[src/common/ppu_pkg.sv]
`default_nettype none

package ppu_pkg;

    // sprite memory and secondary slot counts
    localparam int num_sprites = 64;
    localparam int num_slots   = 8;

    // sprites are square, one tile wide and high
    localparam int sprite_size = 8;

    // byte address into primary sprite memory, four bytes per sprite
    localparam int oam_addr_w = 8;

    // pattern byte address is {tile, plane, row}
    localparam int pat_addr_w = 12;

    // scan-line row and pixel column
    localparam int coord_w = 9;

    // attribute byte layout
    // bits 1:0 palette, bit 5 behind background, bit 6 h-flip, bit 7 v-flip
    localparam int attr_pal_lo = 0;
    localparam int attr_prio   = 5;
    localparam int attr_flip_h = 6;
    localparam int attr_flip_v = 7;

    // one sprite as evaluation sees it, y in the top byte
    typedef struct packed {
        logic [7:0] y;
        logic [7:0] tile;
        logic [7:0] attribute;
        logic [7:0] x;
    } sprite_fields_t;

    // the same word as the write port sees it
    // byte offset 0 (y) lands in bytes[3], offset 3 (x) in bytes[0]
    typedef union packed {
        logic [3:0][7:0] bytes;
        sprite_fields_t  fields;
    } sprite_word_u;

endpackage

`default_nettype wire

[src/sprite_render/sprite_priority.sv]
`timescale 1ns/1ps
`default_nettype none

module sprite_priority (
    input  logic                            clk,
    input  logic                            rst_n,
    input  logic                            pix_valid,
    input  logic [ppu_pkg::num_slots-1:0]   hits,
    input  logic [3:0]                      colors [ppu_pkg::num_slots-1:0],
    input  logic [ppu_pkg::num_slots-1:0]   prios,
    input  logic [ppu_pkg::num_slots-1:0]   zeros,
    output logic                            sp_valid,
    output logic [3:0]                      sp_color_idx,
    output logic                            sp_prio,
    output logic                            sp_zero
);
    import ppu_pkg::*;

    logic [3:0] sel_color;
    logic       sel_prio;
    logic       sel_zero;

    // walk from the top so the lowest hitting slot is the last to write
    always_comb begin
        sel_color = '0;
        sel_prio  = 1'b0;
        sel_zero  = 1'b0;
        for (int i = num_slots - 1; i >= 0; i--) begin
            if (hits[i]) begin
                sel_color = colors[i];
                sel_prio  = prios[i];
                sel_zero  = zeros[i];
            end
        end
    end

    always_ff @(posedge clk or negedge rst_n) begin
        if (!rst_n) begin
            sp_valid <= 1'b0;
        end else begin
            sp_valid <= pix_valid;
        end
    end

    always_ff @(posedge clk) begin
        if (pix_valid) begin
            sp_color_idx <= sel_color;
            sp_prio      <= sel_prio;
            sp_zero      <= sel_zero;
        end
    end

    // an opaque slot must come out as an opaque pixel one cycle later
    a_opaque_out: assert property (@(posedge clk) disable iff (!rst_n)
        (pix_valid && |hits) |=> (sp_valid && sp_color_idx[1:0] != 2'b00));

endmodule

`default_nettype wire

[config.mk]
export PLATFORM = sky130hd
export DESIGN_NAME = sprite_priority
export DESIGN_NICKNAME = d
export VERILOG_FILES = /design/src/common/ppu_pkg.sv /design/src/sprite_render/sprite_priority.sv
export SDC_FILE = /design/constraint.sdc
export NUM_CORES = 1
export LEC_CHECK = 0
export BUFFER_PORTS_ARGS = -buffer_cell sky130_fd_sc_hd__buf_2
export CAP_MARGIN = 10
export CORE_MARGIN = 5
export CORE_UTILIZATION = 36
export CTS_BUF_LIST = sky130_fd_sc_hd__clkbuf_2
export CTS_CLUSTER_DIAMETER = 60
export DETAILED_ROUTE_END_ITERATION = 10
export PLACE_DENSITY_LB_ADDON = 0.1
export SLEW_MARGIN = 15
export SYNTH_ARGS = -nofsm -noshare
export SYNTH_HDL_FRONTEND = slang
export SYNTH_SLANG_ARGS = --single-unit
[constraint.sdc]
create_clock -name clk -period 0.8 [get_ports clk]
set_input_delay 0.16 -clock clk [delete_from_list [all_inputs] [get_ports clk]]
set_output_delay 0.16 -clock clk [all_outputs]
set_load 0.005 [all_outputs]
==> results.yml <==
synth:
  synth_nets: 122
  synth_warnings: 0
  netlist-cell-type-count: 19
  synthFlopType: "edfxtp_1"
  async_reset_ff_share_pct: 14.29
  yosys.area.top_type_share_pct: 30.51
  synth_edf_count: 6
  ys_seq_area_share_pct: 34.75
  synth_cells: 63
  synth_area_leaders: "edfxtp_1, a221o_1, o2111ai_1"
  synth_top_area_cell: "edfxtp_1"
  synthTopCellsByCount: "a221o_1, a31oi_1, edfxtp_1, o2111ai_1"
  avgSynthCellArea_um2: 9.374
  synth.most_common_cell: "a221o_1"
  ys_seq_elements: 7
  syn_area_um2: 590.6
cts:
  clk_transition_reported_paths_ns: 0.07
  cts_tree: "done"
  cts_buffer_depth: 2
  cts_made_buffers: 3
  cts_setup_buffers: 0
  cts_sinks: 7
  cts_root_buf: "clkbuf_2"
  cts_max_level: 1
placed_design:
  place_area_um2: 977.2
  dp_hpwl_um: 1858
  place_congestion: 0.8231
  pre_cts_ws_ns: -0.4174
  port_buffers: 65
timing:
  setup_viol: 13
  rsz0062_at_grt: "true"
  period_minus_slack_ns: 0.9516
  fmax_ghz: 1.051
  fin_setup_tns_ns: -1.220
  drv_slew: 0
  slew_headroom_pct: 85.43
  worst_pin_slew_ns: 0.2183
  fin_crit_sh_pct: 119.0
  hold_viol: 0
  setup_slack_ns: -0.1516
  holdWs_ns: 0.1449
drt:
  drt-initial-drc-count: 9
  drc: 0
  num_vias: 839
  routed_wl_um: 2207
  wl_per_cell_um: 14.52
  antenna_left: 0
  dr.pass1.iters: 4
  viasPerCell: 5.520
worst_setup_path:
  crit_type: "in2reg"
  cp.required_ns: 0.77
  cp.arrival_ns: 0.92
  cp-end-kind: "register"
  startpoint_type: "input port"
  path_max_fanout: 6
flow_run:
  maxCapViolCount: 0
floorplan:
  dieArea_um2: 2550
  start_util_pct: 38.75
  die_y_um: 50.50
  num_io_pins: 66
  die_w_um: 50.50
  core_area_um2: 1524
  rows: 14
finish:
  num-fill-cells: 146
  syn_to_final_growth_pct: 77.33
  diodes: 0
  stdcell_area_um2: 1047
  drive_gt1_share_pct: 57.35
  fin_nets: 196
power:
  power.density_nw_per_um2: 1083
  ir_worst_vdd_v: 0.0005208
  leakage_nw: 0.5068
  total_power_mw: 1.134
min_path:
  hold_path.class: "in2reg"
  hold_depth: 1
global_routing:
  grt_pass1_wl_um: 3470
  grt_max_degree: 13
  antenna_found_initial: 0
  grt_use_total_pct: 16.88
  grt-ovfl-total: 0
  grt_pass1_vias: 815
run_status:
  status: "complete, but fails checks"
  violations: "setup timing"
[placed cells by master (no fill, tap or decap), drive strengths merged]
| cell type | n |
|---|---|
| buf | 70 |
| a221o | 11 |
| o21ai | 7 |
| a31oi | 6 |
| edfxtp | 6 |
| o2111ai | 6 |
| nand2b | 5 |
| o22ai | 5 |
| inv | 4 |
| clkbuf | 4 |
| a21oi | 3 |
| nand2 | 2 |
| nor2 | 2 |
| nor2b | 1 |
| and2b | 1 |
| or2b | 1 |
| dlygate4sd3 | 1 |
| dfrtp | 1 |
[worst paths after layout]
check,slack (ns),from,to
setup / recovery,-0.15,hits[7],sp_color_idx[2]$_DFFE_PP_
hold / removal,0.14,pix_valid,sp_valid$_DFF_PN0_
max in group asynchronous,0.49,rst_n,sp_valid$_DFF_PN0_
min in group asynchronous,0.23,rst_n,sp_valid$_DFF_PN0_
[cell families after synthesis]
kind of cell / count (synthesis) / synth area share (%)
buf+inv: 6 / 4.023
simple gates: 12 / 13.56
compound gates: 38 / 47.67
flops: 7 / 34.74
[sequential cells by signal, summed over array words and instances, names as in the netlist]
register      flops
sp_prio           1
sp_color_idx      4
sp_valid          1
sp_zero           1
[through the flow]
stage	util [%]	std cells
floorplan	-	63
finish	68.72	152
global placement	64.12	147
CTS	67.49	152
global route	68.72	152
detailed placement	64.12	147
[power by group]
| group | total (mW) | switching (mW) | internal (mW) | leakage (nW) |
|---|---|---|---|---|
| clock | 0.259 | 0.126 | 0.133 | 0.0166 |
| sequential | 0.445 | 0.00724 | 0.438 | 0.0706 |
| combinational | 0.431 | 0.183 | 0.247 | 0.420 |
[metal layers]
layer | vias up | wire length, um | track usage [%] | share of wire, %
li1 | 420 | - | - | -
met1 | 371 | 846 | 21.30 | 38
met2 | 46 | 1105 | 28.10 | 50
met3 | 2 | 251 | 5.030 | 11
met4 | 0 | 4 | 3.830 | 0.18
met5 | - | 0 | 0 | 0
[what timing repair did]
action / CTS / global route
hold buffers: 1 / 0
pin swaps: 5 / 5
endpoints found under the setup margin: 13 / 13
hold endpoints to repair: 1 / 0
resized for setup: 4 / 4
[worst max-delay path, cell delays in order]
cell and delay (ns):
buf_6 0.09, nor2b_4 0.13, a221o_1 0.35, o2111ai_2 0.07
a31oi_1 0.11
[area by class of cell]
class / instances / area (um^2) / area share (%)
clock buffers: 4 / 20.02 / 1.912
inverters: 4 / 15.01 / 1.434
multi-input cells: 50 / 372.9 / 35.60
flip-flops and latches: 7 / 205.2 / 19.59
well taps: 16 / 20.02 / 1.912
repair buffers: 71 / 414.1 / 39.55
No activity file was read; power rests on OpenSTA's default activity.
