[src/common/ppu_pkg.sv]
`default_nettype none

package ppu_pkg;

    // sprite memory and secondary slot counts
    localparam int num_sprites = 64;
    localparam int num_slots   = 8;

    // sprites are square, one tile wide and high
    localparam int sprite_size = 8;

    // byte address into primary sprite memory, four bytes per sprite
    localparam int oam_addr_w = 8;

    // pattern byte address is {tile, plane, row}
    localparam int pat_addr_w = 12;

    // scan-line row and pixel column
    localparam int coord_w = 9;

    // attribute byte layout
    // bits 1:0 palette, bit 5 behind background, bit 6 h-flip, bit 7 v-flip
    localparam int attr_pal_lo = 0;
    localparam int attr_prio   = 5;
    localparam int attr_flip_h = 6;
    localparam int attr_flip_v = 7;

    // one sprite as evaluation sees it, y in the top byte
    typedef struct packed {
        logic [7:0] y;
        logic [7:0] tile;
        logic [7:0] attribute;
        logic [7:0] x;
    } sprite_fields_t;

    // the same word as the write port sees it
    // byte offset 0 (y) lands in bytes[3], offset 3 (x) in bytes[0]
    typedef union packed {
        logic [3:0][7:0] bytes;
        sprite_fields_t  fields;
    } sprite_word_u;

endpackage

`default_nettype wire

[src/common/sprite_slot_if.sv]
`timescale 1ns/1ps
`default_nettype none

interface sprite_slot_if;

    logic       active;
    logic [7:0] x_pos;
    logic [7:0] attribute;
    logic [7:0] bitmap_lo;
    logic [7:0] bitmap_hi;
    // set when this slot holds primary sprite 0
    logic       is_zero;

    modport fill (
        output active,
        output x_pos,
        output attribute,
        output bitmap_lo,
        output bitmap_hi,
        output is_zero
    );

    modport draw (
        input active,
        input x_pos,
        input attribute,
        input bitmap_lo,
        input bitmap_hi,
        input is_zero
    );

endinterface

`default_nettype wire

[src/sprite_render/sprite_slot.sv]
`timescale 1ns/1ps
`default_nettype none

module sprite_slot (
    input  logic [ppu_pkg::coord_w-1:0] col,
    sprite_slot_if.draw                 spr,
    output logic                        hit,
    output logic [3:0]                  color,
    output logic                        prio,
    output logic                        is_zero
);
    import ppu_pkg::*;

    logic [coord_w-1:0] col_within;
    logic               in_range;
    logic [2:0]         bit_idx;
    logic [1:0]         pix;
    logic [1:0]         pal;

    // column offset inside the sprite, wraps high when left of x_pos
    assign col_within = col - coord_w'(spr.x_pos);
    assign in_range   = (col_within < sprite_size);

    // bit 7 is the leftmost pixel unless flipped
    assign bit_idx = spr.attribute[attr_flip_h] ? col_within[2:0]
                                                : 3'd7 - col_within[2:0];

    assign pix = {spr.bitmap_hi[bit_idx], spr.bitmap_lo[bit_idx]};
    assign pal = spr.attribute[attr_pal_lo +: 2];

    // colour 0 is transparent
    assign hit     = spr.active && in_range && (pix != 2'b00);
    assign color   = {pal, pix};
    assign prio    = spr.attribute[attr_prio];
    assign is_zero = spr.is_zero;

endmodule

`default_nettype wire

[src/flat_wrapper.sv]
// flat-port wrapper written by rule: the top's interface ports become plain ports
module sprite_slot_flat import ppu_pkg::*;
  (col, hit, color, prio, is_zero, spr_active, spr_x_pos, spr_attribute, spr_bitmap_lo, spr_bitmap_hi, spr_is_zero);
  sprite_slot_if spr_i ();
  input  logic [ppu_pkg::coord_w-1:0] col;
  output logic hit;
  output logic [3:0] color;
  output logic prio;
  output logic is_zero;
  input wire logic [$bits(spr_i.active)-1:0] spr_active;
  input wire logic [$bits(spr_i.x_pos)-1:0] spr_x_pos;
  input wire logic [$bits(spr_i.attribute)-1:0] spr_attribute;
  input wire logic [$bits(spr_i.bitmap_lo)-1:0] spr_bitmap_lo;
  input wire logic [$bits(spr_i.bitmap_hi)-1:0] spr_bitmap_hi;
  input wire logic [$bits(spr_i.is_zero)-1:0] spr_is_zero;
  assign spr_i.active = spr_active;
  assign spr_i.x_pos = spr_x_pos;
  assign spr_i.attribute = spr_attribute;
  assign spr_i.bitmap_lo = spr_bitmap_lo;
  assign spr_i.bitmap_hi = spr_bitmap_hi;
  assign spr_i.is_zero = spr_is_zero;
  sprite_slot u_core (.col(col), .spr(spr_i), .hit(hit), .color(color), .prio(prio), .is_zero(is_zero));
endmodule
[config.mk]
export PLATFORM = sky130hd
export DESIGN_NAME = sprite_slot_flat
export DESIGN_NICKNAME = d
export VERILOG_FILES = /design/src/common/ppu_pkg.sv /design/src/common/sprite_slot_if.sv /design/src/sprite_render/sprite_slot.sv /design/src/flat_wrapper.sv
export SDC_FILE = /design/constraint.sdc
export NUM_CORES = 1
export LEC_CHECK = 0
export ABC_AREA = 1
export BUFFER_PORTS_ARGS = -buffer_cell sky130_fd_sc_hd__buf_2
export CELL_PAD_IN_SITES_DETAIL_PLACEMENT = 0
export CELL_PAD_IN_SITES_GLOBAL_PLACEMENT = 1
export CORE_MARGIN = 10
export CORE_UTILIZATION = 30
export DETAILED_ROUTE_END_ITERATION = 7
export PLACE_DENSITY_LB_ADDON = 0.1
export SLEW_MARGIN = 20
export SYNTH_ARGS = -nofsm -noshare
export SYNTH_HDL_FRONTEND = slang
export SYNTH_SLANG_ARGS = --single-unit
[constraint.sdc]
create_clock -name vclk -period 3.85
set_input_delay 0.1925 -clock vclk [all_inputs]
set_output_delay 0.1925 -clock vclk [all_outputs]
set_load 0.1 [all_outputs]
==> reports/results.ini <==
[worst_setup_path]
critical_path.top_delay_family=adder cells
path_cells=buf_2, ha_1, fa_1, xor2_2, nand3_1, nand3_1, nand2_1, nand2_1, nand2_1, nor2_2, buf_2
crit_top_cell=nand2_1
cp.required_ns=3.66
crit_type=in -> out
slowest_delay_ns=0.59
startpoint_type=input port
crit_buf_inv=2
worstPathArrival_ns=2.18
crit_path_end_kind=output port
cp_max_fo=4
worst_path_max_delay_cell=fa_1

[global_routing]
antenna_found_initial=0
grt_util_all_layers_pct=7.15
grt-ovfl-total=0
grt_pass1_wl_um=3390
grt_max_degree=9
grt_pass1_vias=820

[final_layout]
utilization_pct=39.3
regArea_sq_um=0
seq_cell_count=0
layout.nets=247
fillers=299
drive_above_1_share_pct=23.8
stdcell_area_sq_um=991
antennaDiodeCount=0
clockBufferCount=0
areaGrowthSynthToFinish_pct=23.2

[synthesis]
synth_warnings=0
synth_cell_types=18
ys_seq_area_share_pct=0
synth_area_sq_um=805
synth_area_per_cell_sq_um=5.03
syn-num-nets=212
syn_inst=160

[sta]
finalCritPeriodShare_pct=61.7
hold_slack_ns=0.385
setup_violations=0
hold_violations=0
setup_tns_ns=0
min_period_ns=2.38
slew_headroom_pct=67.5
fmax_mhz=421
grt_setup_unrepaired=false
worst_slew_pin_slew_ns=0.491
drv_slew=0

[die]
die_w_um=71.8
ios=50
core_sq_um=2520
die_y_um=71.8
initial_core_util_pct=31.9
dieArea_sq_um=5150
std_cell_rows=18

[min_path]
whs_endpoint=color[2]
min-delay-start=spr_attribute[0]
worstHoldPathType=in -> out
hold_depth=0

[clocking]
post_cts_buffers=0
cts_resized=0
cts_hold_buf=0

[placed_design]
hpwl_um=1890
gp_congestion=0.771
portBuffers=38
dpl-instance-area_sq_um=991

[detailed_routing]
totalWireLength_um=2030
drc=0
vias_per_cell=4.13
dr.pass1.iters=4
ant_nets=0
first_iter_violations=22
vias=922
wl_per_cell_um=9.09

[power]
cellLeakagePower_nw=0.731
power_density_nw_per_um2=197
ir_worst_vdd_v=0.000246
power.total_w=0.000195

[outcome]
outcome=complete, no violations

[flow_run]
drv_cap=0

## layout by cell type (no fill, tap or decap)
master    synthesis  final
a21oi_1           4      4
buf_2             0     38
fa_1              1      1
ha_1              8      8
inv_1            49     49
inv_2             1      1
nand2_1          56     56
nand2_2           1      1
nand2_4           2      2
nand3_1          24     24
nand3_2           1      1
nand3b_1          1      1
nor2_1            3      3
nor2_2            1      1
xnor2_2           1      1
xor2_1            1      1
xor2_2            1      1
## how the worst max path moves through the flow
stage               end  cells past startpoint  slack [ns]          from
floorplan           hit                     10        1.37        col[0]
global placement    hit                     11        1.45  spr_x_pos[0]
finish              hit                     11        1.47  spr_x_pos[0]
detailed placement  hit                     11        1.44  spr_x_pos[0]
CTS                 hit                     11        1.44  spr_x_pos[0]
global route        hit                     11        1.27  spr_x_pos[0]
## where the power goes
group          total (W)  switching (W)  leakage, nW  internal [W]
logic           0.000195       0.000131        0.731     0.0000642
clock network          0              0            0             0
registers              0              0            0             0
## through the flow
step | instances | setup slack, ns
finish | 223 | 1.47
global route | 223 | 1.27
CTS | 223 | 1.44
detailed placement | 223 | 1.44
global placement | 223 | 1.45
floorplan | 160 | 1.37
## layer usage
metal	vias to the layer above	GRT usage, %	part of all wire (%)
met4	0	0.215	0
met3	0	1.52	7.7
met2	27	11.0	42
met5	-	0	0
li1	534	-	-
met1	361	10.3	50
## cells in the mapped netlist (all sizes together)
library cell,instances,area (sq um)
fa,1,20.0
nand2,59,239
nand3,25,130
xor2,2,25.0
inv,50,188
ha,8,100
xnor2,1,16.3
nor2,4,17.5
a21oi,4,20.0
buf,5,41.3
nand3b,1,7.51
## cells by family after synthesis
family                     after synthesis  share of synthesized area [%]
buffers and inverters                   55                           28.5
xor gates and xnor gates                 3                           5.13
adders and majority gates                9                           14.9
AOI/OAI and AO/OA                        4                           2.49
and+or+nand+nor                         89                           49.0
## area by class of cell
cell class                 instances  area [sq um]  area share (%)
tap                               30          37.5            3.79
multi-input combinational        105           576            58.1
timing repair buffer              38           190            19.2
inverter                          50           188            18.9
No activity file was read; power rests on OpenSTA's default activity.
